===== config.mk =====
export PLATFORM = sky130hd
export DESIGN_NAME = alu
export DESIGN_NICKNAME = d
export VERILOG_FILES = /design/src/cpu_pkg.sv /design/src/alu.sv
export SDC_FILE = /design/constraint.sdc
export NUM_CORES = 1
export LEC_CHECK = 0
export ABC_AREA = 0
export BUFFER_PORTS_ARGS = -buffer_cell sky130_fd_sc_hd__buf_2
export CORE_MARGIN = 5
export CORE_UTILIZATION = 50
export DETAILED_ROUTE_END_ITERATION = 8
export PLACE_DENSITY_LB_ADDON = 0.15
export RECOVER_POWER = 100
export SLEW_MARGIN = 20
export SYNTH_ARGS = -nofsm -noshare
export SYNTH_HDL_FRONTEND = slang
export SYNTH_SLANG_ARGS = --single-unit
export TNS_END_PERCENT = 10

===== constraint.sdc =====
create_clock -name vclk -period 4.35
set_input_delay 0.87 -clock vclk [all_inputs]
set_output_delay 0.87 -clock vclk [all_outputs]
set_load 0.03 [all_outputs]

===== src/cpu_pkg.sv =====
package cpu_pkg;

	//////////////////////////////////////////////////////////////////////
	// Data and address widths
	//////////////////////////////////////////////////////////////////////
	localparam int DATA_W     = 16;
	localparam int REG_AW     = 3;
	localparam int NUM_REGS   = 1 << REG_AW;
	localparam int IMEM_AW    = 8;
	localparam int IMEM_DEPTH = 1 << IMEM_AW;

	// Instruction field positions
	localparam int OP_W    = 5;
	localparam int OP_MSB  = 15;
	localparam int OP_LSB  = 11;
	localparam int RX_MSB  = 10;
	localparam int RX_LSB  = 8;
	localparam int RY_MSB  = 7;
	localparam int RY_LSB  = 5;
	localparam int RZ_MSB  = 4;
	localparam int RZ_LSB  = 2;
	localparam int IMM_W   = 8;
	localparam int SHAMT_W = 3;

	// Any code not listed decodes as NOP
	typedef enum logic [OP_W-1:0] {
		NOP    = 5'b00001,
		SLL    = 5'b00110,
		ADDIU  = 5'b01001,
		LI     = 5'b01101,
		OR_OP  = 5'b11001,
		AND_OP = 5'b11010,
		SUBU   = 5'b11011,
		ADDU   = 5'b11100,
		HALT   = 5'b11111
	} opcode_e;

	// One instruction walks FETCH to WRITEBACK
	typedef enum logic [2:0] {
		IDLE, FETCH, DECODE, EXECUTE, WRITEBACK, HALTED
	} ctrl_state_e;

endpackage

===== src/alu.sv =====
module alu import cpu_pkg::*; (
	input  opcode_e            op,
	input  logic [DATA_W-1:0]  a,
	input  logic [DATA_W-1:0]  b,
	input  logic [IMM_W-1:0]   imm,
	input  logic [SHAMT_W-1:0] shamt,
	output logic [DATA_W-1:0]  res
);

	logic [DATA_W-1:0]  imm_sext;
	logic [DATA_W-1:0]  imm_zext;
	logic [SHAMT_W:0]   shift;

	assign imm_sext = {{(DATA_W-IMM_W){imm[IMM_W-1]}}, imm};
	assign imm_zext = {{(DATA_W-IMM_W){1'b0}}, imm};

	// Shift amount of zero encodes a shift by eight
	assign shift = (shamt == '0) ? {1'b1, {SHAMT_W{1'b0}}} : {1'b0, shamt};

	always_comb begin
		case (op)
			LI:      res = imm_zext;
			ADDIU:   res = a + imm_sext;
			ADDU:    res = a + b;
			SUBU:    res = a - b;
			AND_OP:  res = a & b;
			OR_OP:   res = a | b;
			SLL:     res = a << shift;
			default: res = '0;
		endcase
	end

endmodule


==> flow_summary.json <==
{
  "rows": 25,
  "worstPathMaxFanout": 3,
  "tightest_slew_ns": 0.699,
  "violations": "setup timing",
  "die_x_um": 80.4,
  "cts_hold_buf": 0,
  "fillers": 355,
  "leakage_nw": 1.78,
  "crit_path_top_delay_cell": "or3_4",
  "min_period_ns": 4.80,
  "dp_hpwl_um": 8050,
  "syn-cell-area_um2": 2480,
  "timing.hold.ws_ns": 2.12,
  "peakVddDrop_uv": 112,
  "critPathRequiredTime_ns": 3.48,
  "setup_ws_ns": -0.453,
  "nets": 577,
  "pre_cts_slack_ns": -0.530,
  "n_clock_buffer": 0,
  "drc": 0,
  "synth_common_cells": "o21ai_0 (37), nand2_1 (33), a21oi_1 (29)",
  "fin_crit_sh_pct": 110,
  "grt_pass1_wl_um": 16200,
  "seq_area_um2": 0,
  "wl_per_cell_um": 17.7,
  "final_layout_size_suffix_gt1_share_pct": 43.1,
  "dieArea_um2": 6460,
  "seq_area_frac_synth_pct": 0,
  "hold_violations": 0,
  "vias_per_cell": 6.30,
  "crit_path_end_kind": "primary output",
  "hp-class": "input port to primary output",
  "start_kind": "input port",
  "drv_slew": 0,
  "grt_max_degree": 27,
  "cp_cell_sequence": "buf_8 > inv_4 > ha_4 > nor3b_4 > nand3_2 > or3_4 > or3_4 > nor2_2 > nor2_1 > o21ai_1 > ha_1 > a21o_1 > a21oi_2 > o21ai_1 > a21oi_2 > o31ai_2 > xnor2_1 > o21ai_2 > buf_6",
  "drtIter0Drc": 420,
  "synth_most_common_cell": "o21ai_0",
  "maxSlewHeadroom_pct": 53.1,
  "synthTopCellsByArea": "ha_1 (9.1%), o21ai_0 (7.5%), a21oi_1 (5.9%)",
  "arrival_ns": 3.93,
  "syn_inst": 363,
  "power_density_nw_per_um2": 129,
  "finalSetupTns_ns": -3.82,
  "rsz0062_at_grt": "true",
  "max_freq_ghz": 0.208,
  "grt_overflow": 0,
  "synth_top_cell_area_share_pct": 9.10,
  "cap_viol_max_count": 0,
  "area_delta_synth_final_pct": 54.0,
  "stdcell_area_um2": 3810,
  "yosys_warnings": 0,
  "vias": 3624,
  "critical_path_buf_inv_count": 3,
  "nFlopsAndLatches": 0,
  "critPathTopFamily": "simple AND/OR/NAND/NOR gates",
  "syn_nets": 430,
  "core_um2": 4750,
  "first_pass_iters": 5,
  "placed_cell_area_um2": 3560,
  "track_usage_pct": 31.0,
  "die_y_um": 80.4,
  "floorplan.initialDensity_pct": 52.1,
  "setup_viol": 12,
  "critPathKind": "input port to primary output",
  "ys_types": 60,
  "antenna_found_initial": 0,
  "drt_wl_total_um": 10200,
  "gp_congestion": 1.00,
  "yosysTopAreaCell": "ha_1",
  "avgSynthCellArea_um2": 6.82,
  "outcome": "finished, violations left",
  "antenna-diode-count": 0,
  "io_pins": 64,
  "ant_nets": 0,
  "grt_pass1_vias": 3487,
  "slowest_delay_ns": 0.40,
  "port_buffers": 64
}
## layout make-up
| class | count | area (µm²) | area share, % |
|---|---|---|---|
| inverter | 20 | 80.1 | 2.10 |
| multi-input combinational | 324 | 2520 | 66.2 |
| timing repair buffer | 164 | 1130 | 29.5 |
| tap | 67 | 83.8 | 2.20 |
## metal layers
layer | track usage (%) | part of all wire [%] | vias up
met5 | 0 | 0 | -
met4 | 12.8 | 4.0 | 0
met3 | 1.68 | 8.5 | 41
met2 | 54.8 | 49 | 208
met1 | 38.7 | 38 | 1673
li1 | - | - | 1702
## cell families after synthesis
kind of cell               Yosys count  share of synthesized area [%]
AOI/OAI and AO/OA                  148                           40.0
xor gates and xnor gates            20                           7.38
adders and majority gates           19                           9.90
buffers and inverters               39                           6.87
muxes                               22                           10.8
and+or+nand+nor                    115                           25.1
## through the flow
| step | cells | total power, mW | util (%) |
|---|---|---|---|
| 2_1_floorplan | 363 | 0.256 | - |
| 6_report | 575 | 0.492 | 80.2 |
| 3_5_place_dp | 568 | 0.446 | 74.9 |
| 4_1_cts | 574 | 0.468 | 78.4 |
| 5_1_grt | 575 | 0.528 | 80.2 |
| 3_3_place_gp | 568 | 0.434 | 74.9 |
## worst paths after layout
kind | start | endpoint | depth (start not counted)
min | a[15] | res[15] | 4
max | b[1] | res[15] | 19
## where the power goes
part / internal [mW] / switching (mW) / total [mW] / leakage [nW]
registers: 0 / 0 / 0 / 0
logic: 0.227 / 0.265 / 0.492 / 1.78
clock network: 0 / 0 / 0 / 0
total: 0.227 / 0.265 / 0.492 / 1.78
## timing repair
action                                  4_1_cts  5_1_grt
endpoints found under the setup margin       12       12
gates resized for setup                      32       18
buffers inserted                              6        1
pin swaps                                    17       15
cloned                                        0        0
## cells in the final DEF (no fill, tap or decap), types with 7 or more instances in the layout
| cell type | instances |
|---|---|
| mux2_2 | 7 |
| a21o_1 | 14 |
| a21oi_1 | 24 |
| xnor2_1 | 10 |
| o21ai_0 | 23 |
| a222oi_1 | 11 |
| nand2b_1 | 8 |
| o221ai_1 | 7 |
| buf_2 | 48 |
| mux2i_1 | 12 |
| ha_1 | 16 |
| nand2_1 | 32 |
| nor3_1 | 11 |
| inv_1 | 18 |
| o21ai_1 | 10 |
| xor2_1 | 9 |
| nor2_1 | 25 |
| buf_4 | 107 |
| a31oi_1 | 8 |
No activity file was read; power rests on OpenSTA's default activity.
