===== src/debug_pkg.sv =====
package debug_pkg;

	localparam int LED_W = 16;

	//////////////////////////////////////////////////////////////////////
	// Switch codes for the LED views
	//////////////////////////////////////////////////////////////////////
	typedef enum logic [LED_W-1:0] {
		VIEW_STATUS    = 16'h0000,
		VIEW_INIT_DATA = 16'h0003,
		VIEW_INIT_ADDR = 16'h0004,
		VIEW_PC        = 16'h000F,
		VIEW_INST      = 16'h0010,
		VIEW_ALU_RES   = 16'h001B,
		VIEW_WB_RES    = 16'h0020,
		// r0 to r7 sit at the base plus the register index
		VIEW_REG_BASE  = 16'h0030
	} led_view_e;

	// Status word bits, all others read zero
	localparam int STAT_BOOT   = 15;
	localparam int STAT_HOLD   = 13;
	localparam int STAT_HALTED = 11;
	localparam int STAT_RUN    = 9;

endpackage


===== src/cpu_pkg.sv =====
package cpu_pkg;

	//////////////////////////////////////////////////////////////////////
	// Data and address widths
	//////////////////////////////////////////////////////////////////////
	localparam int DATA_W     = 16;
	localparam int REG_AW     = 3;
	localparam int NUM_REGS   = 1 << REG_AW;
	localparam int IMEM_AW    = 8;
	localparam int IMEM_DEPTH = 1 << IMEM_AW;

	// Instruction field positions
	localparam int OP_W    = 5;
	localparam int OP_MSB  = 15;
	localparam int OP_LSB  = 11;
	localparam int RX_MSB  = 10;
	localparam int RX_LSB  = 8;
	localparam int RY_MSB  = 7;
	localparam int RY_LSB  = 5;
	localparam int RZ_MSB  = 4;
	localparam int RZ_LSB  = 2;
	localparam int IMM_W   = 8;
	localparam int SHAMT_W = 3;

	// Any code not listed decodes as NOP
	typedef enum logic [OP_W-1:0] {
		NOP    = 5'b00001,
		SLL    = 5'b00110,
		ADDIU  = 5'b01001,
		LI     = 5'b01101,
		OR_OP  = 5'b11001,
		AND_OP = 5'b11010,
		SUBU   = 5'b11011,
		ADDU   = 5'b11100,
		HALT   = 5'b11111
	} opcode_e;

	// One instruction walks FETCH to WRITEBACK
	typedef enum logic [2:0] {
		IDLE, FETCH, DECODE, EXECUTE, WRITEBACK, HALTED
	} ctrl_state_e;

endpackage

===== src/led_ctrl.sv =====
module led_ctrl import cpu_pkg::*, debug_pkg::*; (
	input  logic               clk,
	input  logic               reset,
	input  logic [LED_W-1:0]   sw,
	input  logic               init_mem_wr,
	input  logic [IMEM_AW-1:0] init_addr,
	input  logic [DATA_W-1:0]  init_data,
	input  logic               boot_done,
	input  logic               hold,
	input  logic [DATA_W-1:0]  pc,
	input  logic [DATA_W-1:0]  inst,
	input  logic [DATA_W-1:0]  alu_res,
	input  logic [DATA_W-1:0]  wb_res,
	input  logic               halted,
	input  logic               running,
	output logic [REG_AW-1:0]  dbg_addr,
	input  logic [DATA_W-1:0]  dbg_value,
	output logic [LED_W-1:0]   led_data
);

	logic [IMEM_AW-1:0] last_init_addr;
	logic [DATA_W-1:0]  last_init_data;
	logic [LED_W-1:0]   status;
	logic               reg_view;

	// Last program word written by the loader
	always_ff @(posedge clk) begin
		if (reset) begin
			last_init_addr <= '0;
			last_init_data <= '0;
		end else if (init_mem_wr) begin
			last_init_addr <= init_addr;
			last_init_data <= init_data;
		end
	end

	always_comb begin
		status              = '0;
		status[STAT_BOOT]   = boot_done;
		status[STAT_HOLD]   = hold;
		status[STAT_HALTED] = halted;
		status[STAT_RUN]    = running;
	end

	//////////////////////////////////////////////////////////////////////
	// View select
	//////////////////////////////////////////////////////////////////////
	assign dbg_addr = sw[REG_AW-1:0];
	assign reg_view = ({sw[LED_W-1:REG_AW], {REG_AW{1'b0}}} == VIEW_REG_BASE);

	always_comb begin
		case (sw)
			VIEW_STATUS:    led_data = status;
			VIEW_INIT_DATA: led_data = last_init_data;
			VIEW_INIT_ADDR: led_data = {{(LED_W-IMEM_AW){1'b0}}, last_init_addr};
			VIEW_PC:        led_data = pc;
			VIEW_INST:      led_data = inst;
			VIEW_ALU_RES:   led_data = alu_res;
			VIEW_WB_RES:    led_data = wb_res;
			// Register views, else echo the switches
			default:        led_data = reg_view ? dbg_value : sw;
		endcase
	end

endmodule


===== config.mk =====
export PLATFORM = sky130hd
export DESIGN_NAME = led_ctrl
export DESIGN_NICKNAME = d
export VERILOG_FILES = /design/src/debug_pkg.sv /design/src/cpu_pkg.sv /design/src/led_ctrl.sv
export SDC_FILE = /design/constraint.sdc
export NUM_CORES = 1
export LEC_CHECK = 0
export BUFFER_PORTS_ARGS = -buffer_cell sky130_fd_sc_hd__buf_2
export CORE_AREA = 2 2 71 73
export CTS_BUF_LIST = sky130_fd_sc_hd__clkbuf_4
export DETAILED_ROUTE_END_ITERATION = 8
export DIE_AREA = 0 0 73 75
export GPL_TIMING_DRIVEN = 0
export PLACE_DENSITY = 0.81
export SLEW_MARGIN = 30
export SYNTH_ARGS = -nofsm -noshare
export SYNTH_HDL_FRONTEND = slang
export SYNTH_SLANG_ARGS = --single-unit

===== constraint.sdc =====
create_clock -name clk -period 2.9 [get_ports clk]
set_clock_uncertainty 0.15 [all_clocks]
set_input_delay 0.29 -clock clk [delete_from_list [all_inputs] [get_ports clk]]
set_output_delay 0.29 -clock clk [all_outputs]
set_load 0.05 [all_outputs]

==> flow_summary.ini <==
[synthesis]
seq_area_frac_synth_pct = 25.7
synthFlopType = dfxtp_1
synth_edf_count = 0
async_flop_share_pct = 0
yosys.area.top_type = dfxtp_1
synth-seq-cells = 24
yosys.cell_types.count = 44
synthCells = 220
yosysMostFrequentCell = nor2_1
avgSynthCellArea_um2 = 8.49
netlist_top_cells_area = dfxtp_1 26%, mux2i_1 13%, nor2_1 7.0%
syn_area_um2 = 1870
synth_nets = 347
yosys_warnings = 0
synth_top_area_share_pct = 25.7
netlist_top_cells_count = 35 x nor2_1, 24 x dfxtp_1, 24 x mux2i_1

[floorplan]
die_y_um = 75
dieArea_um2 = 5480
boundaryPins = 146
die_w_um = 73
core-area_um2 = 4660
rows = 25
initial_core_util_pct = 40.1

[placed_design]
io_buffers = 143
dp_hpwl_um = 5700
dp_cells = 417
gp_congestion = 0.840

[hold_path]
worst_hold_path_type = input port to flop
hold_depth = 3

[cts]
root_buffer = clkbuf_4
clockBufferDepth = 2
cts_made_buffers = 3
clkSlewWorstSetupHoldPaths_ns = 0.12
cts_hold_buf = 0
cts_tree = yes
cts.sinks = 24
cts-htree-levels = 1
clk_latency_ns = 0.30

[cells_and_area]
area_delta_synth_final_pct = 47.1
fin_cells = 423
area.sequential_um2 = 480
nFillCells = 447
drive_above_1_share_pct = 46.6
antenna_cells = 0
fin_nets = 497
multiInputGateArea_um2 = 1310

[worst_setup_path]
path_depth = 9
end_kind = primary output
critPathLaunchType = input port
path_class = input port to primary output
crit_path_cell_trace = buf_2 -> or4_4 -> or2_1 -> buf_6 -> nor3_4 -> buf_4 -> a222oi_1 -> nand3_1 -> buf_2
arrival_ns = 2.37
worst-path-buf-inv = 4
crit_fanout = 10
cpLargestDelayFamily = simple AND/OR/NAND/NOR gates
crit_top_cell = buf_2
crit_slowest_cell = or4_4
critPathMaxStageDelay_ns = 0.56
reg2reg_depth = 2
worstPathRequired_ns = 2.46

[timing]
setup_violations = 0
period_share_pct = 96.9
slew_headroom_pct = 54.2
tightest_slew_ns = 0.687
max_freq_ghz = 0.356
finalHoldViolations = 0
slew_viol_final = 0
min_period_ns = 2.81
tns_ns = 0
rsz0062_at_grt = yes

[routing]
drt_iter0_markers = 219
vias = 2430
vias_per_cell = 5.74
antenna_left = 0
routed_wl_um = 6910
wl_per_cell_um = 16.3
drc = 0
drt_first_pass_iters = 7

[power_and_ir_drop]
combPwrFrac_pct = 34.2
leakagePower_nw = 1.29
swShare_pct = 32.3
peakVddDrop_mv = 0.313
pwr-share-seq_pct = 47.4
power_density_nw_per_um2 = 277
switching_power_mw = 0.246
internal_power_mw = 0.516
power_frac_clock_pct = 18.4

[status]
status = complete, no violations

[grt]
grt_max_degree = 14
grt_pass1_wl_um = 9800
grt_pass1_vias = 2082
antenna_found_initial = 0
gr-total-overflow = 0
grt_usage_pct = 22.8

[job]
drv_cap = 0
## layer usage
metal  wire, um  up-vias  track usage, %
met2       3370      122            37.5
met4        121        0            8.02
met1       2980     1121            31.9
li1           -     1173               -
met3        446       14            1.07
met5          0        -               0
## worst paths after layout
kind,from,endpoint,slack (ns)
min reg2reg,last_init_addr[5],last_init_addr[5],0.36
max,sw[12],led_data[14],0.09
min,init_data[4],last_init_data[4],0.07
max reg2reg,last_init_data[15],last_init_data[15],2.10
## cell usage in the layout, fill, tap and decap left out, types with 5 or more instances in the layout
cell type and instances:
buf_2 143, nor2_1 35, mux2i_1 24, dfxtp_1 24
nand2_1 12, a222oi_1 12, a22oi_1 11, clkbuf_1 9
a21oi_1 9, nand3_1 8, a221oi_1 8, a22o_1 7
buf_4 6, clkbuf_4 6, a32oi_1 5
## what timing repair did
item	4_1_cts	5_1_grt
pin swaps	0	4
setup buffers	0	2
endpoints found under the setup margin	2	16
gates resized for setup	1	6
## registers in the layout, summed over array words and instances (netlist names)
register	flops
last_init_addr	8
last_init_data	16
## power groups by stage
| stage | sequential (mW) | combinational, mW | clock (mW) |
|---|---|---|---|
| final | 0.361 | 0.261 | 0.140 |
| after global routing | 0.364 | 0.279 | 0.162 |
| after CTS | 0.361 | 0.257 | 0.146 |
| after detailed placement | 0.369 | 0.255 | 0 |
| after global placement | 0.368 | 0.251 | 0 |
| after floorplan | 0.364 | 0.137 | 0 |
## worst reg2reg max path, delay by kind of cell (launching register included)
kind / cells / cell delay, ns
flip-flops: 1 / 0.33
multiplexers: 1 / 0.15
AND/OR/NAND/NOR: 1 / 0.05
## stage by stage
step                instance area (um2)  worst slack (ns)  hold WS (ns)  total power, mW  util (%)
floorplan                          1870           -0.0831         0.212            0.501         -
global placement                   2660           -0.0368         0.325            0.618      57.0
global route                       2750          -0.00646        0.0539            0.805      59.0
CTS                                2690            0.0148        0.0590            0.764      57.8
detailed placement                 2660           -0.0567         0.333            0.624      57.0
finish                             2750            0.0893        0.0675            0.762      59.0
## cells by family (layout without fill, tap and decap cells)
| group | count (synthesis) | in the layout | synth area share [%] |
|---|---|---|---|
| AND/OR/NAND/NOR | 85 | 85 | 25.9 |
| AO/OA/AOI/OAI | 65 | 65 | 28.3 |
| multiplexers | 26 | 26 | 14.1 |
| flip-flops | 24 | 24 | 25.7 |
| buffers and inverters | 20 | 169 | 6.03 |
## area by class of cell
type | count | area share [%]
buffer | 20 | 4.10
clock buffer | 3 | 0.820
clock inverter | 1 | 0.137
multi-input combinational | 176 | 47.7
sequential | 24 | 17.5
tap | 54 | 2.46
timing repair buffer | 145 | 27.3
No activity file was read; power rests on OpenSTA's default activity.
