$ cat config.mk
export PLATFORM = sky130hd
export DESIGN_NAME = reg_file_flat
export DESIGN_NICKNAME = d
export VERILOG_FILES = /design/src/cpu_pkg.sv /design/src/reg_port_if.sv /design/src/reg_file.sv /design/src/flat_wrapper.sv
export SDC_FILE = /design/constraint.sdc
export NUM_CORES = 1
export LEC_CHECK = 0
export BUFFER_PORTS_ARGS = -buffer_cell sky130_fd_sc_hd__buf_2
export CAP_MARGIN = 20
export CELL_PAD_IN_SITES_DETAIL_PLACEMENT = 2
export CELL_PAD_IN_SITES_GLOBAL_PLACEMENT = 2
export CORE_MARGIN = 5
export CORE_UTILIZATION = 40
export DETAILED_ROUTE_END_ITERATION = 10
export PLACE_DENSITY = 0.86
export SYNTH_ARGS = -nofsm -noshare
export SYNTH_HDL_FRONTEND = slang
export SYNTH_SLANG_ARGS = --single-unit
$ cat constraint.sdc
create_clock -name clk -period 3.1 [get_ports clk]
set_clock_uncertainty 0.1 [all_clocks]
set_input_delay 0.93 -clock clk [delete_from_list [all_inputs] [get_ports clk]]
set_output_delay 0.93 -clock clk [all_outputs]
set_load 0.005 [all_outputs]
$ cat src/cpu_pkg.sv
package cpu_pkg;

	//////////////////////////////////////////////////////////////////////
	// Data and address widths
	//////////////////////////////////////////////////////////////////////
	localparam int DATA_W     = 16;
	localparam int REG_AW     = 3;
	localparam int NUM_REGS   = 1 << REG_AW;
	localparam int IMEM_AW    = 8;
	localparam int IMEM_DEPTH = 1 << IMEM_AW;

	// Instruction field positions
	localparam int OP_W    = 5;
	localparam int OP_MSB  = 15;
	localparam int OP_LSB  = 11;
	localparam int RX_MSB  = 10;
	localparam int RX_LSB  = 8;
	localparam int RY_MSB  = 7;
	localparam int RY_LSB  = 5;
	localparam int RZ_MSB  = 4;
	localparam int RZ_LSB  = 2;
	localparam int IMM_W   = 8;
	localparam int SHAMT_W = 3;

	// Any code not listed decodes as NOP
	typedef enum logic [OP_W-1:0] {
		NOP    = 5'b00001,
		SLL    = 5'b00110,
		ADDIU  = 5'b01001,
		LI     = 5'b01101,
		OR_OP  = 5'b11001,
		AND_OP = 5'b11010,
		SUBU   = 5'b11011,
		ADDU   = 5'b11100,
		HALT   = 5'b11111
	} opcode_e;

	// One instruction walks FETCH to WRITEBACK
	typedef enum logic [2:0] {
		IDLE, FETCH, DECODE, EXECUTE, WRITEBACK, HALTED
	} ctrl_state_e;

endpackage
$ cat src/reg_port_if.sv
interface reg_port_if import cpu_pkg::*; ();

	logic [REG_AW-1:0] rd_addr1;
	logic [REG_AW-1:0] rd_addr2;
	logic [DATA_W-1:0] rd_data1;
	logic [DATA_W-1:0] rd_data2;
	logic              wr_en;
	logic [REG_AW-1:0] wr_addr;
	logic [DATA_W-1:0] wr_data;

	// Control side drives addresses and write data
	modport ctrl (
		output rd_addr1, rd_addr2, wr_en, wr_addr, wr_data,
		input  rd_data1, rd_data2
	);

	modport regs (
		input  rd_addr1, rd_addr2, wr_en, wr_addr, wr_data,
		output rd_data1, rd_data2
	);

endinterface

$ cat src/reg_file.sv
module reg_file import cpu_pkg::*; (
	input  logic              clk,
	input  logic              reset,
	reg_port_if.regs          regs,
	input  logic [REG_AW-1:0] dbg_addr,
	output logic [DATA_W-1:0] dbg_value
);

	logic [DATA_W-1:0] rf [NUM_REGS];

	always_ff @(posedge clk) begin
		if (reset) begin
			for (int i = 0; i < NUM_REGS; i++) begin
				rf[i] <= '0;
			end
		end else if (regs.wr_en) begin
			rf[regs.wr_addr] <= regs.wr_data;
		end
	end

	// Reads are plain muxes, no forwarding
	assign regs.rd_data1 = rf[regs.rd_addr1];
	assign regs.rd_data2 = rf[regs.rd_addr2];

	// Debug port for the LED register views
	assign dbg_value = rf[dbg_addr];

endmodule

$ cat src/flat_wrapper.sv
// flat-port wrapper written by rule: the top's interface ports become plain ports
module reg_file_flat import cpu_pkg::*;
  (clk, reset, dbg_addr, dbg_value, regs_rd_addr1, regs_rd_addr2, regs_wr_en, regs_wr_addr, regs_wr_data, regs_rd_data1, regs_rd_data2);
  reg_port_if regs_i ();
  input  logic clk;
  input  logic reset;
  input  logic [REG_AW-1:0] dbg_addr;
  output logic [DATA_W-1:0] dbg_value;
  input wire logic [$bits(regs_i.rd_addr1)-1:0] regs_rd_addr1;
  input wire logic [$bits(regs_i.rd_addr2)-1:0] regs_rd_addr2;
  input wire logic [$bits(regs_i.wr_en)-1:0] regs_wr_en;
  input wire logic [$bits(regs_i.wr_addr)-1:0] regs_wr_addr;
  input wire logic [$bits(regs_i.wr_data)-1:0] regs_wr_data;
  output wire logic [$bits(regs_i.rd_data1)-1:0] regs_rd_data1;
  output wire logic [$bits(regs_i.rd_data2)-1:0] regs_rd_data2;
  assign regs_i.rd_addr1 = regs_rd_addr1;
  assign regs_i.rd_addr2 = regs_rd_addr2;
  assign regs_i.wr_en = regs_wr_en;
  assign regs_i.wr_addr = regs_wr_addr;
  assign regs_i.wr_data = regs_wr_data;
  assign regs_rd_data1 = regs_i.rd_data1;
  assign regs_rd_data2 = regs_i.rd_data2;
  reg_file u_core (.clk(clk), .reset(reset), .regs(regs_i), .dbg_addr(dbg_addr), .dbg_value(dbg_value));
endmodule
==> qor.yml, run 1 <==
layout:
  nNetsFinal: 616
  diodes: 0
  multi_input_area_um2: 3630
  final_cell_area_um2: 9960
  syn2layout_area_growth_pct: 24.2
  reg.largest.list: "u_core.rf x128"
  layout_commonest_cell: "edfxtp_1"
  mostFrequentLayoutCells: "edfxtp_1 (128), nor3_1 (122), mux4_2 (95)"
  regMostFlops: "u_core.rf"
  post_layout_nonfiller_instances: 863
  ff_latch_area_um2: 3840
  largest_reg_flops: 128
  fill_cells: 1801
  drive_gt1_share_pct: 53.0
  fin_util_pct: 50.8
synthesis:
  ys_ff_latch: 128
  async_reset_ff_share_pct: 0
  ys_types: 19
  synth-edff-count: 128
  synthesis.nets: 518
  synthCells: 487
  seq_area_frac_synth_pct: 47.9
  avgSynthCellArea_um2: 16.5
  ys.flop_type: "edfxtp_1"
  yosys_warnings: 0
  synth_area_um2: 8020
clock_network:
  cts-buffers-inserted: 17
  clockBufferDepth: 2
  cts_setup_buffers: 0
  cts-hold-fix-buffers: 0
  cts_htree_levels: 4
  clock_sinks: 128
  cts_tree: "done"
  root_buffer: "clkbuf_16"
  clkTransAtPathRegs_ns: 0.06
sta:
  slew_headroom_pct: 62.3
  finalSetupViolCount: 48
  fin_crit_ns: 3.25
  post-route-period-util_pct: 105
  fmax_mhz: 308
  tightest_slew_ns: 0.565
  worst_slack_ns: -0.147
  slew_viol_final: 0
  hold_violations: 0
  rsz0062_at_grt: "yes"
placed_design:
  dp.cells: 819
  place.detailed.hpwl_um: 18300
  gp_congestion: 0.828
  port_buffers: 78
  place_ws_ns: -0.263
  placed_cell_area_um2: 8900
floorplanning:
  die_w_um: 152
  start_util_pct: 40.9
  ios: 79
  rows: 51
  dieArea_um2: 23000
  die_h_um: 152
  core-area_um2: 19600
grt:
  grt_max_degree: 45
  grt_usage_pct: 27.3
  antenna_found_initial: 0
  grt_pass1_wl_um: 44200
  grt.overflow.total: 0
  grt_pass1_vias: 6269
detailed_routing:
  wl_um: 30600
  routedWlPerCell_um: 35.5
  drt_iter0_drc: 664
  dr_total_vias: 5742
  via_per_inst: 6.65
  drc: 0
  dr.pass1.iters: 5
  ant_nets: 0
critical_path:
  worstSetupEndpointType: "output pin"
  crit_chain: "buf_16, buf_12, mux4_2, mux2_4, buf_6"
  critPathMaxStageDelay_ns: 0.53
  crit_fanout: 6
  path_delay_family: "multiplexers"
  critPathKind: "in -> out"
  cp_num_buf_inv: 3
  slowest_stage: "mux4_2"
  worstPathArrival_ns: 2.22
  required_ns: 2.07
  startpoint_type: "input port"
run_status:
  violations: "negative setup slack"
  status: "finished, violations left"
power:
  pwr_density_cell_nw_per_um2: 508
  p_leak_nw: 3.42
  ir_drop_v: 0.000424
  finalPower_mw: 5.06
min_path:
  hold_path_class: "in -> reg"
job:
  drv_cap: 0
[kinds of logic after synthesis]
| logic type | synth area share [%] |
|---|---|
| flip-flops | 47.9 |
| AO/OA/AOI/OAI | 0.749 |
| AND/OR/NAND/NOR | 8.85 |
| multiplexers | 37.6 |
| buffers and inverters | 4.84 |
[power breakdown]
| group | switching (mW) | total, mW | internal [mW] |
|---|---|---|---|
| sequential | 0.113 | 2.13 | 2.02 |
| combinational | 0.481 | 1.10 | 0.618 |
| clock | 0.814 | 1.83 | 1.01 |
[through the flow]
step | TNS, ns | hold slack (ns)
global placement | -8.37 | 1.29
finish | -4.11 | 0.874
floorplan | 0 | 1.16
global route | -4.97 | 0.879
detailed placement | -10.03 | 1.32
CTS | -3.84 | 0.870
[area by class of cell]
| cell class | count | share of cell area, % |
|---|---|---|
| clock inverters | 14 | 0.930 |
| repair buffers | 136 | 15.8 |
| clock buffers | 18 | 4.31 |
| well taps | 265 | 3.33 |
| multi-input cells | 286 | 36.5 |
| inverters | 16 | 0.603 |
| flip-flops and latches | 128 | 38.6 |
[synthesized netlist by cell type, types with 2 or more instances]
| cell type | count | area [um2] |
|---|---|---|
| buf_6 | 14 | 158 |
| nand2b_1 | 2 | 12.5 |
| nor3_2 | 6 | 60.1 |
| clkbuf_1 | 27 | 101 |
| mux4_2 | 12 | 270 |
| buf_1 | 11 | 41.3 |
| edfxtp_1 | 128 | 3840 |
| o21bai_1 | 8 | 60.1 |
| nor3_1 | 122 | 611 |
| mux2_2 | 48 | 541 |
| clkbuf_2 | 3 | 15.0 |
| mux4_1 | 84 | 2210 |
| clkinv_1 | 16 | 60.1 |
[layer usage]
layer	wire length (um)	global-route usage [%]	up-vias
li1	-	-	2221
met1	11300	32.3	3081
met2	16100	47.4	352
met3	2010	5.95	88
met4	1210	13.0	0
met5	0	0	-
[repair_timing]
action                     4_1_cts  5_1_grt
resized for setup              171       29
setup endpoints to repair       48       48
gates cloned                    11        1
[path summary, 6_finish.rpt]
path             start                       endpoint  cells after the start
min    regs_wr_data[8]  u_core.rf[5][8]$_SDFFCE_PN0P_                      3
max   regs_rd_addr1[0]               regs_rd_data1[5]                      5
Power figures use the tool's default switching activity.
==> inputs of run 2 (changes only) <==
--- a/config.mk
+++ b/config.mk
@@ -12,7 +12,7 @@
 export CORE_MARGIN = 5
 export CORE_UTILIZATION = 40
 export DETAILED_ROUTE_END_ITERATION = 10
-export PLACE_DENSITY = 0.86
+export PLACE_DENSITY = 0.87
 export SYNTH_ARGS = -nofsm -noshare
 export SYNTH_HDL_FRONTEND = slang
 export SYNTH_SLANG_ARGS = --single-unit
==> run 2 against run 1 <==
The run still ends with negative setup slack left. First-iteration DRC count grew 3.3%. Sequential power hardly changed. Maximum frequency up 0.70%. Die area did not move. Critical path depth unchanged. Routed wire length up 0.23%. Count of clock-buffer cells in the layout grew 2. Power about the same. Clock power hardly changed. Sequential cell count did not move. Non-clock buffer count fell by 6. Largest power group unchanged. Highest routed layer is now met5.
==> qor.yml, run 2 (synthesized netlist as in run 1, its figures left out) <==
run_status:
  status: "finished, violations left"
  violations: "negative setup slack"
sta:
  worst_slack_ns: -0.124
  slew_headroom_pct: 58.9
  tns_ns: -3.90
  hold_violations: 0
  rsz0062_at_grt: "yes"
  fmax_mhz: 310
  fin_crit_ns: 3.22
  tightest_slew_ns: 0.615
  post-route-period-util_pct: 104
  slew_viol_final: 0
  finalSetupViolCount: 48
clock_network:
  clock_sinks: 128
  cts_htree_levels: 4
  cts-hold-fix-buffers: 0
  clkTransAtPathRegs_ns: 0.05
  cts_tree: "done"
  root_buffer: "clkbuf_16"
  cts-buffers-inserted: 17
  clockBufferDepth: 2
  cts_setup_buffers: 0
placed_design:
  gp_congestion: 0.819
  place.detailed.hpwl_um: 18600
  port_buffers: 78
detailed_routing:
  drt_iter0_drc: 686
  dr.pass1.iters: 5
  via_per_inst: 6.68
  drc: 0
  ant_nets: 0
  routedWlPerCell_um: 35.9
  dr_total_vias: 5712
  wl_um: 30700
grt:
  grt.overflow.total: 0
  grt_usage_pct: 27.2
  grt_pass1_wl_um: 44600
  grt_max_degree: 49
  grt_pass1_vias: 6213
  antenna_found_initial: 1
layout:
  largest_reg_flops: 128
  nNetsFinal: 610
  fin_util_pct: 50.8
  mostFrequentLayoutCells: "edfxtp_1 (128), nor3_1 (122), mux4_2 (96)"
  reg.largest.list: "u_core.rf x128"
  diodes: 0
  regMostFlops: "u_core.rf"
  drive_gt1_share_pct: 51.4
  syn2layout_area_growth_pct: 24.0
  layout_commonest_cell: "edfxtp_1"
floorplanning:
  core-area_um2: 19600
  rows: 51
  die_w_um: 152
  die_h_um: 152
  start_util_pct: 40.9
  ios: 79
  dieArea_um2: 23000
critical_path:
  worstSetupEndpointType: "output pin"
  critPathKind: "in -> out"
  crit_fanout: 6
  required_ns: 2.07
  worstPathArrival_ns: 2.19
  startpoint_type: "input port"
power:
  pwr_density_cell_nw_per_um2: 509
  p_leak_nw: 3.41
  ir_drop_v: 0.000443
  finalPower_mw: 5.06
job:
  drv_cap: 0
min_path:
  hold_path_class: "in -> reg"
[run 2: repair_timing]
action | in CTS | in global routing
endpoints found under the hold margin | 0 | 0
gates cloned | 10 | 2
setup endpoints to repair | 48 | 48
gates resized for setup | 162 | 41
[run 2: area by class of cell]
type,instances,area [um2]
Fill cell,1772,9650
Sequential cell,128,3840
Multi-Input combinational cell,286,3640
Timing Repair Buffer,130,1560
Clock buffer,20,437
Tap cell,265,332
Clock inverter,10,72.6
Inverter,16,60.1
[run 2: power by group]
part	total [mW]	leakage, nW	switching, mW	internal (mW)
sequential	2.14	1.23	0.116	2.02
clock	1.82	0.241	0.744	1.07
combinational	1.11	1.95	0.484	0.624
[run 2: per-layer routing]
layer | vias to the layer above | global-route usage [%] | wire (um)
met1 | 3022 | 34.0 | 11300
met2 | 377 | 46.7 | 15800
met5 | - | 0 | 11
met4 | 2 | 12.5 | 1460
met3 | 102 | 4.19 | 2180
li1 | 2209 | - | -
[run 2: worst paths after layout]
| path | startpoint | to | slack [ns] | cells after the start |
|---|---|---|---|---|
| worst max-delay path | dbg_addr[0] | dbg_value[6] | -0.12 | 5 |
| worst min-delay path | regs_wr_data[8] | u_core.rf[5][8]$_SDFFCE_PN0P_ | 0.89 | 3 |
[run 2: critical path, cell delays in order]
cell    delay [ns]
buf_16        0.14
buf_12        0.17
mux4_2        0.53
mux2_4        0.29
buf_6         0.12
[run 2: through the flow]
stage	area, um2	cells	setup WS, ns	hold WS [ns]
finish	9940	855	-0.124	0.886
detailed placement	8890	813	-0.285	1.31
global route	9940	855	-0.140	0.898
CTS	9750	853	-0.123	0.880
global placement	8890	813	-0.223	1.30
floorplan	8020	487	0.0516	1.16
