==> config.mk <==
export PLATFORM = sky130hd
export DESIGN_NAME = core_ctrl_flat
export DESIGN_NICKNAME = d
export VERILOG_FILES = /design/src/cpu_pkg.sv /design/src/reg_port_if.sv /design/src/core_ctrl.sv /design/src/flat_wrapper.sv
export SDC_FILE = /design/constraint.sdc
export NUM_CORES = 1
export LEC_CHECK = 0
export BUFFER_PORTS_ARGS = -buffer_cell sky130_fd_sc_hd__buf_2
export CORE_UTILIZATION = 51
export CTS_BUF_LIST = sky130_fd_sc_hd__clkbuf_4
export DETAILED_ROUTE_END_ITERATION = 8
export PLACE_DENSITY = 0.91
export SYNTH_ARGS = -nofsm -noshare
export SYNTH_HDL_FRONTEND = slang
export SYNTH_SLANG_ARGS = --single-unit
export TNS_END_PERCENT = 20
==> constraint.sdc <==
create_clock -name clk -period 5.9 [get_ports clk]
set_clock_uncertainty 0.2 [all_clocks]
set_input_delay 0.59 -clock clk [delete_from_list [all_inputs] [get_ports clk]]
set_output_delay 0.59 -clock clk [all_outputs]
set_load 0.05 [all_outputs]
==> src/cpu_pkg.sv <==
package cpu_pkg;

	//////////////////////////////////////////////////////////////////////
	// Data and address widths
	//////////////////////////////////////////////////////////////////////
	localparam int DATA_W     = 16;
	localparam int REG_AW     = 3;
	localparam int NUM_REGS   = 1 << REG_AW;
	localparam int IMEM_AW    = 8;
	localparam int IMEM_DEPTH = 1 << IMEM_AW;

	// Instruction field positions
	localparam int OP_W    = 5;
	localparam int OP_MSB  = 15;
	localparam int OP_LSB  = 11;
	localparam int RX_MSB  = 10;
	localparam int RX_LSB  = 8;
	localparam int RY_MSB  = 7;
	localparam int RY_LSB  = 5;
	localparam int RZ_MSB  = 4;
	localparam int RZ_LSB  = 2;
	localparam int IMM_W   = 8;
	localparam int SHAMT_W = 3;

	// Any code not listed decodes as NOP
	typedef enum logic [OP_W-1:0] {
		NOP    = 5'b00001,
		SLL    = 5'b00110,
		ADDIU  = 5'b01001,
		LI     = 5'b01101,
		OR_OP  = 5'b11001,
		AND_OP = 5'b11010,
		SUBU   = 5'b11011,
		ADDU   = 5'b11100,
		HALT   = 5'b11111
	} opcode_e;

	// One instruction walks FETCH to WRITEBACK
	typedef enum logic [2:0] {
		IDLE, FETCH, DECODE, EXECUTE, WRITEBACK, HALTED
	} ctrl_state_e;

endpackage
==> src/reg_port_if.sv <==
interface reg_port_if import cpu_pkg::*; ();

	logic [REG_AW-1:0] rd_addr1;
	logic [REG_AW-1:0] rd_addr2;
	logic [DATA_W-1:0] rd_data1;
	logic [DATA_W-1:0] rd_data2;
	logic              wr_en;
	logic [REG_AW-1:0] wr_addr;
	logic [DATA_W-1:0] wr_data;

	// Control side drives addresses and write data
	modport ctrl (
		output rd_addr1, rd_addr2, wr_en, wr_addr, wr_data,
		input  rd_data1, rd_data2
	);

	modport regs (
		input  rd_addr1, rd_addr2, wr_en, wr_addr, wr_data,
		output rd_data1, rd_data2
	);

endinterface

==> src/core_ctrl.sv <==
module core_ctrl import cpu_pkg::*; (
	input  logic               clk,
	input  logic               reset,
	input  logic               boot_done,
	input  logic               hold,
	output logic [IMEM_AW-1:0] imem_addr,
	input  logic [DATA_W-1:0]  imem_data,
	reg_port_if.ctrl           regs,
	output opcode_e            alu_op,
	output logic [DATA_W-1:0]  alu_a,
	output logic [DATA_W-1:0]  alu_b,
	output logic [IMM_W-1:0]   alu_imm,
	output logic [SHAMT_W-1:0] alu_shamt,
	input  logic [DATA_W-1:0]  alu_res,
	output logic [DATA_W-1:0]  pc,
	output logic [DATA_W-1:0]  inst,
	output logic [DATA_W-1:0]  wb_res,
	output logic               halted,
	output logic               running
);

	ctrl_state_e       state;
	opcode_e           op;
	logic              op_writes;
	logic [DATA_W-1:0] op_a;
	logic [DATA_W-1:0] op_b;
	logic [DATA_W-1:0] exe_res;

	// Unknown codes fall through to NOP behaviour
	assign op = opcode_e'(inst[OP_MSB:OP_LSB]);

	always_comb begin
		case (op)
			LI, ADDIU, ADDU, SUBU, AND_OP, OR_OP, SLL: op_writes = 1'b1;
			default:                                    op_writes = 1'b0;
		endcase
	end

	//////////////////////////////////////////////////////////////////////
	// State machine and datapath registers
	//////////////////////////////////////////////////////////////////////
	always_ff @(posedge clk) begin
		if (reset) begin
			state   <= IDLE;
			pc      <= '0;
			inst    <= '0;
			op_a    <= '0;
			op_b    <= '0;
			exe_res <= '0;
			wb_res  <= '0;
		end else if (!hold) begin
			case (state)
				IDLE: begin
					if (boot_done) begin
						state <= FETCH;
					end
				end
				FETCH: begin
					state <= DECODE;
				end
				DECODE: begin
					inst  <= imem_data;
					op_a  <= regs.rd_data1;
					op_b  <= regs.rd_data2;
					state <= EXECUTE;
				end
				EXECUTE: begin
					exe_res <= alu_res;
					// PC stays on the HALT word
					state <= (op == HALT) ? HALTED : WRITEBACK;
				end
				WRITEBACK: begin
					if (op_writes) begin
						wb_res <= exe_res;
					end
					pc    <= pc + DATA_W'(1);
					state <= FETCH;
				end
				default: begin
					state <= state;
				end
			endcase
		end
	end

	//////////////////////////////////////////////////////////////////////
	// Memory, register file and ALU hookup
	//////////////////////////////////////////////////////////////////////
	assign imem_addr = pc[IMEM_AW-1:0];

	// Source fields come straight off the memory word during DECODE
	assign regs.rd_addr1 = imem_data[RX_MSB:RX_LSB];
	assign regs.rd_addr2 = imem_data[RY_MSB:RY_LSB];

	// Three-register ops target rz, the rest write back to rx
	always_comb begin
		case (op)
			ADDU, SUBU, AND_OP, OR_OP: regs.wr_addr = inst[RZ_MSB:RZ_LSB];
			default:                   regs.wr_addr = inst[RX_MSB:RX_LSB];
		endcase
	end

	assign regs.wr_en   = (state == WRITEBACK) && !hold && op_writes;
	assign regs.wr_data = exe_res;

	assign alu_op    = op;
	assign alu_a     = op_a;
	assign alu_b     = op_b;
	assign alu_imm   = inst[IMM_W-1:0];
	assign alu_shamt = inst[RZ_MSB:RZ_LSB];

	assign halted  = (state == HALTED);
	assign running = (state != IDLE) && (state != HALTED);

endmodule

==> src/flat_wrapper.sv <==
// flat-port wrapper written by rule: the top's interface ports become plain ports
module core_ctrl_flat import cpu_pkg::*;
  (clk, reset, boot_done, hold, imem_addr, imem_data, alu_op, alu_a, alu_b, alu_imm, alu_shamt, alu_res, pc, inst, wb_res, halted, running, regs_rd_addr1, regs_rd_addr2, regs_wr_en, regs_wr_addr, regs_wr_data, regs_rd_data1, regs_rd_data2);
  reg_port_if regs_i ();
  input  logic clk;
  input  logic reset;
  input  logic boot_done;
  input  logic hold;
  output logic [IMEM_AW-1:0] imem_addr;
  input  logic [DATA_W-1:0] imem_data;
  output opcode_e alu_op;
  output logic [DATA_W-1:0] alu_a;
  output logic [DATA_W-1:0] alu_b;
  output logic [IMM_W-1:0] alu_imm;
  output logic [SHAMT_W-1:0] alu_shamt;
  input  logic [DATA_W-1:0] alu_res;
  output logic [DATA_W-1:0] pc;
  output logic [DATA_W-1:0] inst;
  output logic [DATA_W-1:0] wb_res;
  output logic halted;
  output logic running;
  output wire logic [$bits(regs_i.rd_addr1)-1:0] regs_rd_addr1;
  output wire logic [$bits(regs_i.rd_addr2)-1:0] regs_rd_addr2;
  output wire logic [$bits(regs_i.wr_en)-1:0] regs_wr_en;
  output wire logic [$bits(regs_i.wr_addr)-1:0] regs_wr_addr;
  output wire logic [$bits(regs_i.wr_data)-1:0] regs_wr_data;
  input wire logic [$bits(regs_i.rd_data1)-1:0] regs_rd_data1;
  input wire logic [$bits(regs_i.rd_data2)-1:0] regs_rd_data2;
  assign regs_rd_addr1 = regs_i.rd_addr1;
  assign regs_rd_addr2 = regs_i.rd_addr2;
  assign regs_wr_en = regs_i.wr_en;
  assign regs_wr_addr = regs_i.wr_addr;
  assign regs_wr_data = regs_i.wr_data;
  assign regs_i.rd_data1 = regs_rd_data1;
  assign regs_i.rd_data2 = regs_rd_data2;
  core_ctrl u_core (.clk(clk), .reset(reset), .boot_done(boot_done), .hold(hold), .imem_addr(imem_addr), .imem_data(imem_data), .regs(regs_i), .alu_op(alu_op), .alu_a(alu_a), .alu_b(alu_b), .alu_imm(alu_imm), .alu_shamt(alu_shamt), .alu_res(alu_res), .pc(pc), .inst(inst), .wb_res(wb_res), .halted(halted), .running(running));
endmodule
==> run summary, run 1 <==
Run status
* **outcome** finished clean

Power
* **Clock power frac** 0.277
* **total power draw** 1110 uW
* **leak pwr** 0.00221 uW
* **sequential fraction of design power** 0.618
* **VDD IR-drop max** 137 uV
* **power density cells** 220 mW/mm^2
* **switching part of the total power** 0.270
* **switching component of the power** 298 uW
* **share of power burned in combinational logic** 0.105
* **internal power** 807 uW

Placement
* **weighted congestion reported at the end of routability-driven placement** 0.802
* **Detailed Place HPWL** 6980 um
* **Post-DP Area** 0.00491 mm^2
* **IO Port Bufs** 199

Critical path
* **worst setup path startpoint** u_core.state[2]
* **FF-to-FF Start** u_core.state[2]
* **CP Data Arrival Time** 3.05 ns
* **crit end category** primary output
* **launching element type of the critical path** flop
* **maximum fanout along the worst path** 17
* **Worst Reg-to-Reg Cells** 3
* **critical setup path kind** flop to primary output
* **data required time at the worst endpoint** 5.11 ns

Synth
* **number of enable-type register cells in the synthesized netlist** 0
* **part of the Yosys area used for sequential elements** 0.480
* **post-synth top area share** 0.480
* **post-synthesis cell count** 502
* **cell types occupying the most area after synthesis** dfxtp_1 (48%), nand2_1 (12%), a21oi_1 (9.0%)
* **Post-synth top flop** dfxtp_1
* **post-synthesis instance area** 0.00413 mm^2
* **Syn. warnings** 0
* **share of flip-flops with an asynchronous set or reset** 0
* **Distinct cells, synth** 35
* **net count after synthesis** 571
* **library cell occupying the most area in the post-synthesis netlist** dfxtp_1
* **mean post-synth cell area** 8.22 um^2
* **count of state elements after synthesis** 99

Die
* **number of I/O pins** 200
* **die boundary width** 91.9 um
* **total core area** 0.00777 mm^2
* **std cell rows** 32
* **die area** 0.00845 mm^2
* **initial standard-cell utilization of the core** 0.531
* **height of the chip** 91.9 um

Detailed routing
* **WL final** 9720 um
* **First-pass DRT Iterations** 5
* **Remaining DRCs** 0
* **number of DRC markers after the initial detailed-route iteration** 94
* **routed vias/inst** 5.03
* **post-detailed-route wirelength per cell** 12.8 um
* **Final ANT Viol Nets** 0
* **via count** 3812

Finish
* **area used by multi-input combinational logic** 0.00178 mm^2
* **layout-stage area growth over the synthesis result** 21.7%
* **fraction of layout instances using a drive strength above 1** 0.343
* **most frequent standard cell in the layout excluding fill and tap cells** buf_2
* **flip-flop and latch area** 0.00198 mm^2
* **fillcell total** 670
* **most frequent cells in the layout** buf_2 (198), nand2_1 (135), dfxtp_1 (99)
* **final net count** 721
* **number of diodes added for antenna fixing** 0
* **post-route standard cell area excluding fillers** 0.00502 mm^2

CTS
* **H-Tree Depth** 3
* **CTS tree** built
* **number of setup buffers added after CTS** 0
* **hold-fix buffers at CTS** 0
* **clock sink total** 99
* **Skew-Pair Late Insertion Delay** 0.42 ns
* **maximum buffer depth of the clock tree** 2
* **clock tree root driver cell** clkbuf_4
* **post-cts gate resize count** 0
* **number of clock buffers inserted by TritonCTS** 9
* **post-CTS clock slew at the launch and capture registers of the worst setup and hold paths** 0.15 ns

Global route
* **GRT busiest layer** met2
* **remaining global-route overflow** 0
* **fraction of met1 tracks used by global routing** 0.250
* **met2 Use GR** 0.413
* **number of antenna violations at the first check in global routing** 0
* **met3 routing resource usage after global routing** 0.0365
* **maximum number of pins on one net before global-route repair** 119
* **overall routing resource usage** 0.222
* **number of global-route vias before repair** 3459
* **first-pass GRT wire length** 15200 um

Timing
* **unrepaired setup endpoints after global routing** no
* **max-slew headroom at the worst pin** 0.263
* **Min Clock Period, post-route** 3.84 ns
* **setup tns final** 0 ns
* **Final setup viols** 0
* **maximum frequency from static timing analysis** 260 MHz
* **number of pins with negative max-slew slack in the final report** 0
* **worst-margin pin slew** 1.10 ns
* **final hold viol count** 0
* **final worst-path cycle share** 0.651

Hold path
* **hold path cells** 3
* **hold path start** imem_data[14]
* **worst min path class** primary input to flop

Flow run
* **count of maximum capacitance violations** 0

-- power by group through the flow --
| stage | Sequential [uW] | Combinational (uW) | Clock (uW) |
|---|---|---|---|
| final | 684 | 116 | 306 |
| after global placement | 697 | 115 | 0 |
| after CTS | 684 | 117 | 318 |
| after detailed placement | 698 | 116 | 0 |
| after global routing | 685 | 124 | 343 |
| after floorplan | 719 | 61.0 | 0 |
-- stage by stage --
stage / std cells / utilization / hold slack, ns / worst slack, ns
finish: 758 / 0.646 / 0.188 / 2.06
global route: 758 / 0.646 / 0.138 / 1.88
CTS: 758 / 0.646 / 0.154 / 2.03
detailed placement: 743 / 0.632 / 0.243 / 2.26
global placement: 743 / 0.632 / 0.238 / 2.35
floorplan: 502 / - / 0.375 / 3.00
-- final timing paths --
| path | slack (ns) | end |
|---|---|---|
| setup / recovery | 2.06 | regs_wr_en |
| hold / removal | 0.19 | u_core.inst[14] |
| setup reg to reg | 3.12 | u_core.wb_res[5] |
| hold reg to reg | 0.26 | u_core.alu_a[6] |
-- metal layers --
metal,up-vias,part of all wire
li1,1911,-
met1,1776,0.43
met2,113,0.51
met3,12,0.046
met4,0,0.017
met5,-,0
-- synth_stat cells (2+ instances only) --
library cell	n
nor4_1	3
buf_4	30
a21oi_1	74
nor2_1	17
nand4_1	5
o21a_1	2
clkbuf_1	26
inv_1	2
mux2_2	4
a31o_2	2
o21ai_0	5
dfxtp_1	99
nand2b_1	36
buf_2	3
nor2b_1	2
nand2_1	135
nand3_1	5
xnor2_1	8
mux2i_1	16
or3_1	4
nor3_1	7
buf_6	2
xor2_1	3
-- critical path, cell delays in order (launching register included) --
cell and delay, ns:
dfxtp_1 0.50, nor4b_1 0.84, o21a_1 0.89, buf_2 0.41
-- area by class of cell --
cell class	instances	share of cell area
Multi-Input combinational cell	339	0.354
Sequential cell	99	0.395
Tap cell	102	0.0254
Clock buffer	11	0.0165
Clock inverter	4	0.00573
Inverter	2	0.00150
Timing Repair Buffer	201	0.202
-- kinds of logic (layout without fill, tap and decap cells) --
family / Yosys count / count (layout) / share of synthesized area
buffers and inverters: 64 / 218 / 0.0901
XOR/XNOR: 11 / 11 / 0.0234
adder cells (fa/ha/maj): 1 / 1 / 0.00303
flip-flops: 99 / 99 / 0.480
multiplexers: 20 / 20 / 0.0497
AND/OR/NAND/NOR: 223 / 223 / 0.248
AO/OA/AOI/OAI: 84 / 84 / 0.106
-- state kept, by name, indices dropped and copies added (netlist names) --
name                 count
u_core.pc               16
u_core.inst             16
u_core.alu_b            16
u_core.alu_a            16
u_core.wb_res           16
u_core.regs.wr_data     16
u_core.state             3
Power figures use the tool's default switching activity.
==> run 2: changes to the inputs <==
CORE_UTILIZATION = 48   (was 51)
PLACE_DENSITY = 0.87   (was 0.91)
clock period = 3.83 ns   (was 5.9 ns; I/O delays follow)
==> run summary, run 2 (synthesized netlist as in run 1, its figures left out) <==
Power
* **switching part of the total power** 0.265
* **internal power** 1360 uW
* **VDD IR-drop max** 221 uV
* **share of power burned in combinational logic** 0.127
* **sequential fraction of design power** 0.570
* **Clock power frac** 0.303
* **switching component of the power** 490 uW
* **power density cells** 325 mW/mm^2
* **leak pwr** 0.00250 uW

Detailed routing
* **Remaining DRCs** 0
* **routed wire length on met3** 796 um
* **via count** 4192
* **post-detailed-route wirelength per cell** 14.2 um
* **met1 layer wirelength in the final routing** 4490 um
* **routed vias/inst** 5.07
* **number of DRC markers after the initial detailed-route iteration** 151
* **WL final** 11700 um
* **highest routed layer** met4
* **met2 WL** 6060 um
* **First-pass DRT Iterations** 5
* **Final ANT Viol Nets** 0

Timing
* **max-slew headroom at the worst pin** 0.269
* **Min Clock Period, post-route** 3.06 ns
* **number of pins with negative max-slew slack in the final report** 0
* **worst-margin pin slew** 1.09 ns
* **final worst-path cycle share** 0.798
* **Final setup viols** 0
* **setup tns final** 0 ns
* **final hold slack** 0.0451 ns
* **final hold viol count** 0
* **maximum frequency from static timing analysis** 327 MHz
* **unrepaired setup endpoints after global routing** no

Critical path
* **most numerous cell on the critical path** o21a_1
* **data required time at the worst endpoint** 3.25 ns
* **delay-heaviest family, CP** simple AND/OR/NAND/NOR gates
* **Worst Reg-to-Reg Cells** 4
* **crit end category** primary output
* **CP Data Arrival Time** 2.47 ns
* **critical setup path kind** flop to primary output
* **Largest stage delay, worst path** 0.63 ns
* **reg-to-reg critical path endpoint** u_core.pc[14]
* **number of buffer and inverter instances along the worst setup path** 2
* **highest-delay cell along the critical path** nor3_1
* **maximum fanout along the worst path** 17
* **worst setup path startpoint** u_core.inst[11]
* **cell breakdown of the critical path** o21a_1 -> nor3_1 -> o21a_1 -> buf_4 -> buf_2
* **launching element type of the critical path** flop
* **FF-to-FF Start** u_core.state[2]
* **Reg2Reg Setup Slack** 1.14 ns

CTS
* **clock sink total** 99
* **post-cts gate resize count** 0
* **Skew-Pair Late Insertion Delay** 0.41 ns
* **number of clock buffers inserted by TritonCTS** 9
* **CTS tree** built
* **post-CTS clock slew at the launch and capture registers of the worst setup and hold paths** 0.16 ns
* **maximum buffer depth of the clock tree** 2
* **clock tree root driver cell** clkbuf_4
* **H-Tree Depth** 3

Placement
* **weighted congestion reported at the end of routability-driven placement** 0.842
* **IO Port Bufs** 199
* **Detailed Place HPWL** 6870 um

Global route
* **number of antenna violations at the first check in global routing** 0
* **first-pass GRT wire length** 18000 um
* **number of global-route vias before repair** 3970
* **maximum number of pins on one net before global-route repair** 119
* **remaining global-route overflow** 0
* **overall routing resource usage** 0.255

Finish
* **most frequent cells in the layout** buf_2 (198), nand2_1 (135), dfxtp_1 (99)
* **layout-stage area growth over the synthesis result** 38.2%
* **most frequent standard cell in the layout excluding fill and tap cells** buf_2
* **fraction of layout instances using a drive strength above 1** 0.314
* **fillcell total** 605
* **utilization of the core after routing** 0.690
* **number of diodes added for antenna fixing** 0
* **final net count** 786

Die
* **height of the chip** 94.7 um
* **total core area** 0.00826 mm^2
* **number of I/O pins** 200
* **die boundary width** 94.7 um
* **std cell rows** 33
* **initial standard-cell utilization of the core** 0.500
* **die area** 0.00897 mm^2

Hold path
* **hold path cells** 3
* **worst min path class** primary input to flop
* **end of the worst hold path** u_core.regs.wr_data[1]
* **hold path start** alu_res[1]

Run status
* **outcome** finished clean

Flow run
* **count of maximum capacitance violations** 0

run 2: through the flow:
stage          worst slack, ns  power [uW]  instances  cell area [um^2]
6_report                 0.774        1850        827              5700
5_1_grt                  0.638        1930        827              5700
4_1_cts                  0.831        1850        827              5700
3_5_place_dp              1.10        1250        748              4930
3_3_place_gp              1.11        1250        748              4930
2_1_floorplan             1.14        1200        502              4130
run 2: layout make-up:
class	instances	area [um^2]	share of cell area
Tap cell	105	131	0.0231
Multi-Input combinational cell	339	1780	0.312
Clock inverter	5	60.1	0.0105
Timing Repair Buffer	266	1660	0.291
Clock buffer	11	82.6	0.0145
Sequential cell	99	1980	0.348
Inverter	2	7.51	0.00132
run 2: metal layers:
layer  GRT usage  vias up
met3      0.0596       36
met4       0.129        0
met5           0        -
met1       0.278     1936
li1            -     2038
met2       0.458      182
run 2: timing repair:
action / CTS / global route
buffers inserted: 0 / 0
hold buffers: 63 / 0
endpoints found under the hold margin: 63 / 0
run 2: how the worst max path moves through the flow:
| stage | endpoint | cells past startpoint | slack (ns) |
|---|---|---|---|
| floorplan | regs_wr_en | 5 | 1.14 |
| finish | regs_wr_en | 5 | 0.77 |
| global placement | u_core.pc[14] | 5 | 1.11 |
| detailed placement | u_core.pc[14] | 5 | 1.10 |
| global route | regs_wr_en | 5 | 0.64 |
| CTS | regs_wr_en | 5 | 0.83 |
run 2: tightest hold or removal path, delay by kind of cell:
family          cells  cell delay [ns]
simple gates        1             0.06
buf+inv             1             0.10
compound gates      1             0.06
run 2: power by group through the flow:
| stage | combinational [uW] | clock [uW] | sequential (uW) |
|---|---|---|---|
| 2_1_floorplan | 93.9 | 0 | 1110 |
| 3_3_place_gp | 177 | 0 | 1070 |
| 3_5_place_dp | 180 | 0 | 1080 |
| 4_1_cts | 229 | 572 | 1050 |
| 5_1_grt | 248 | 623 | 1060 |
| 6_report | 235 | 561 | 1050 |
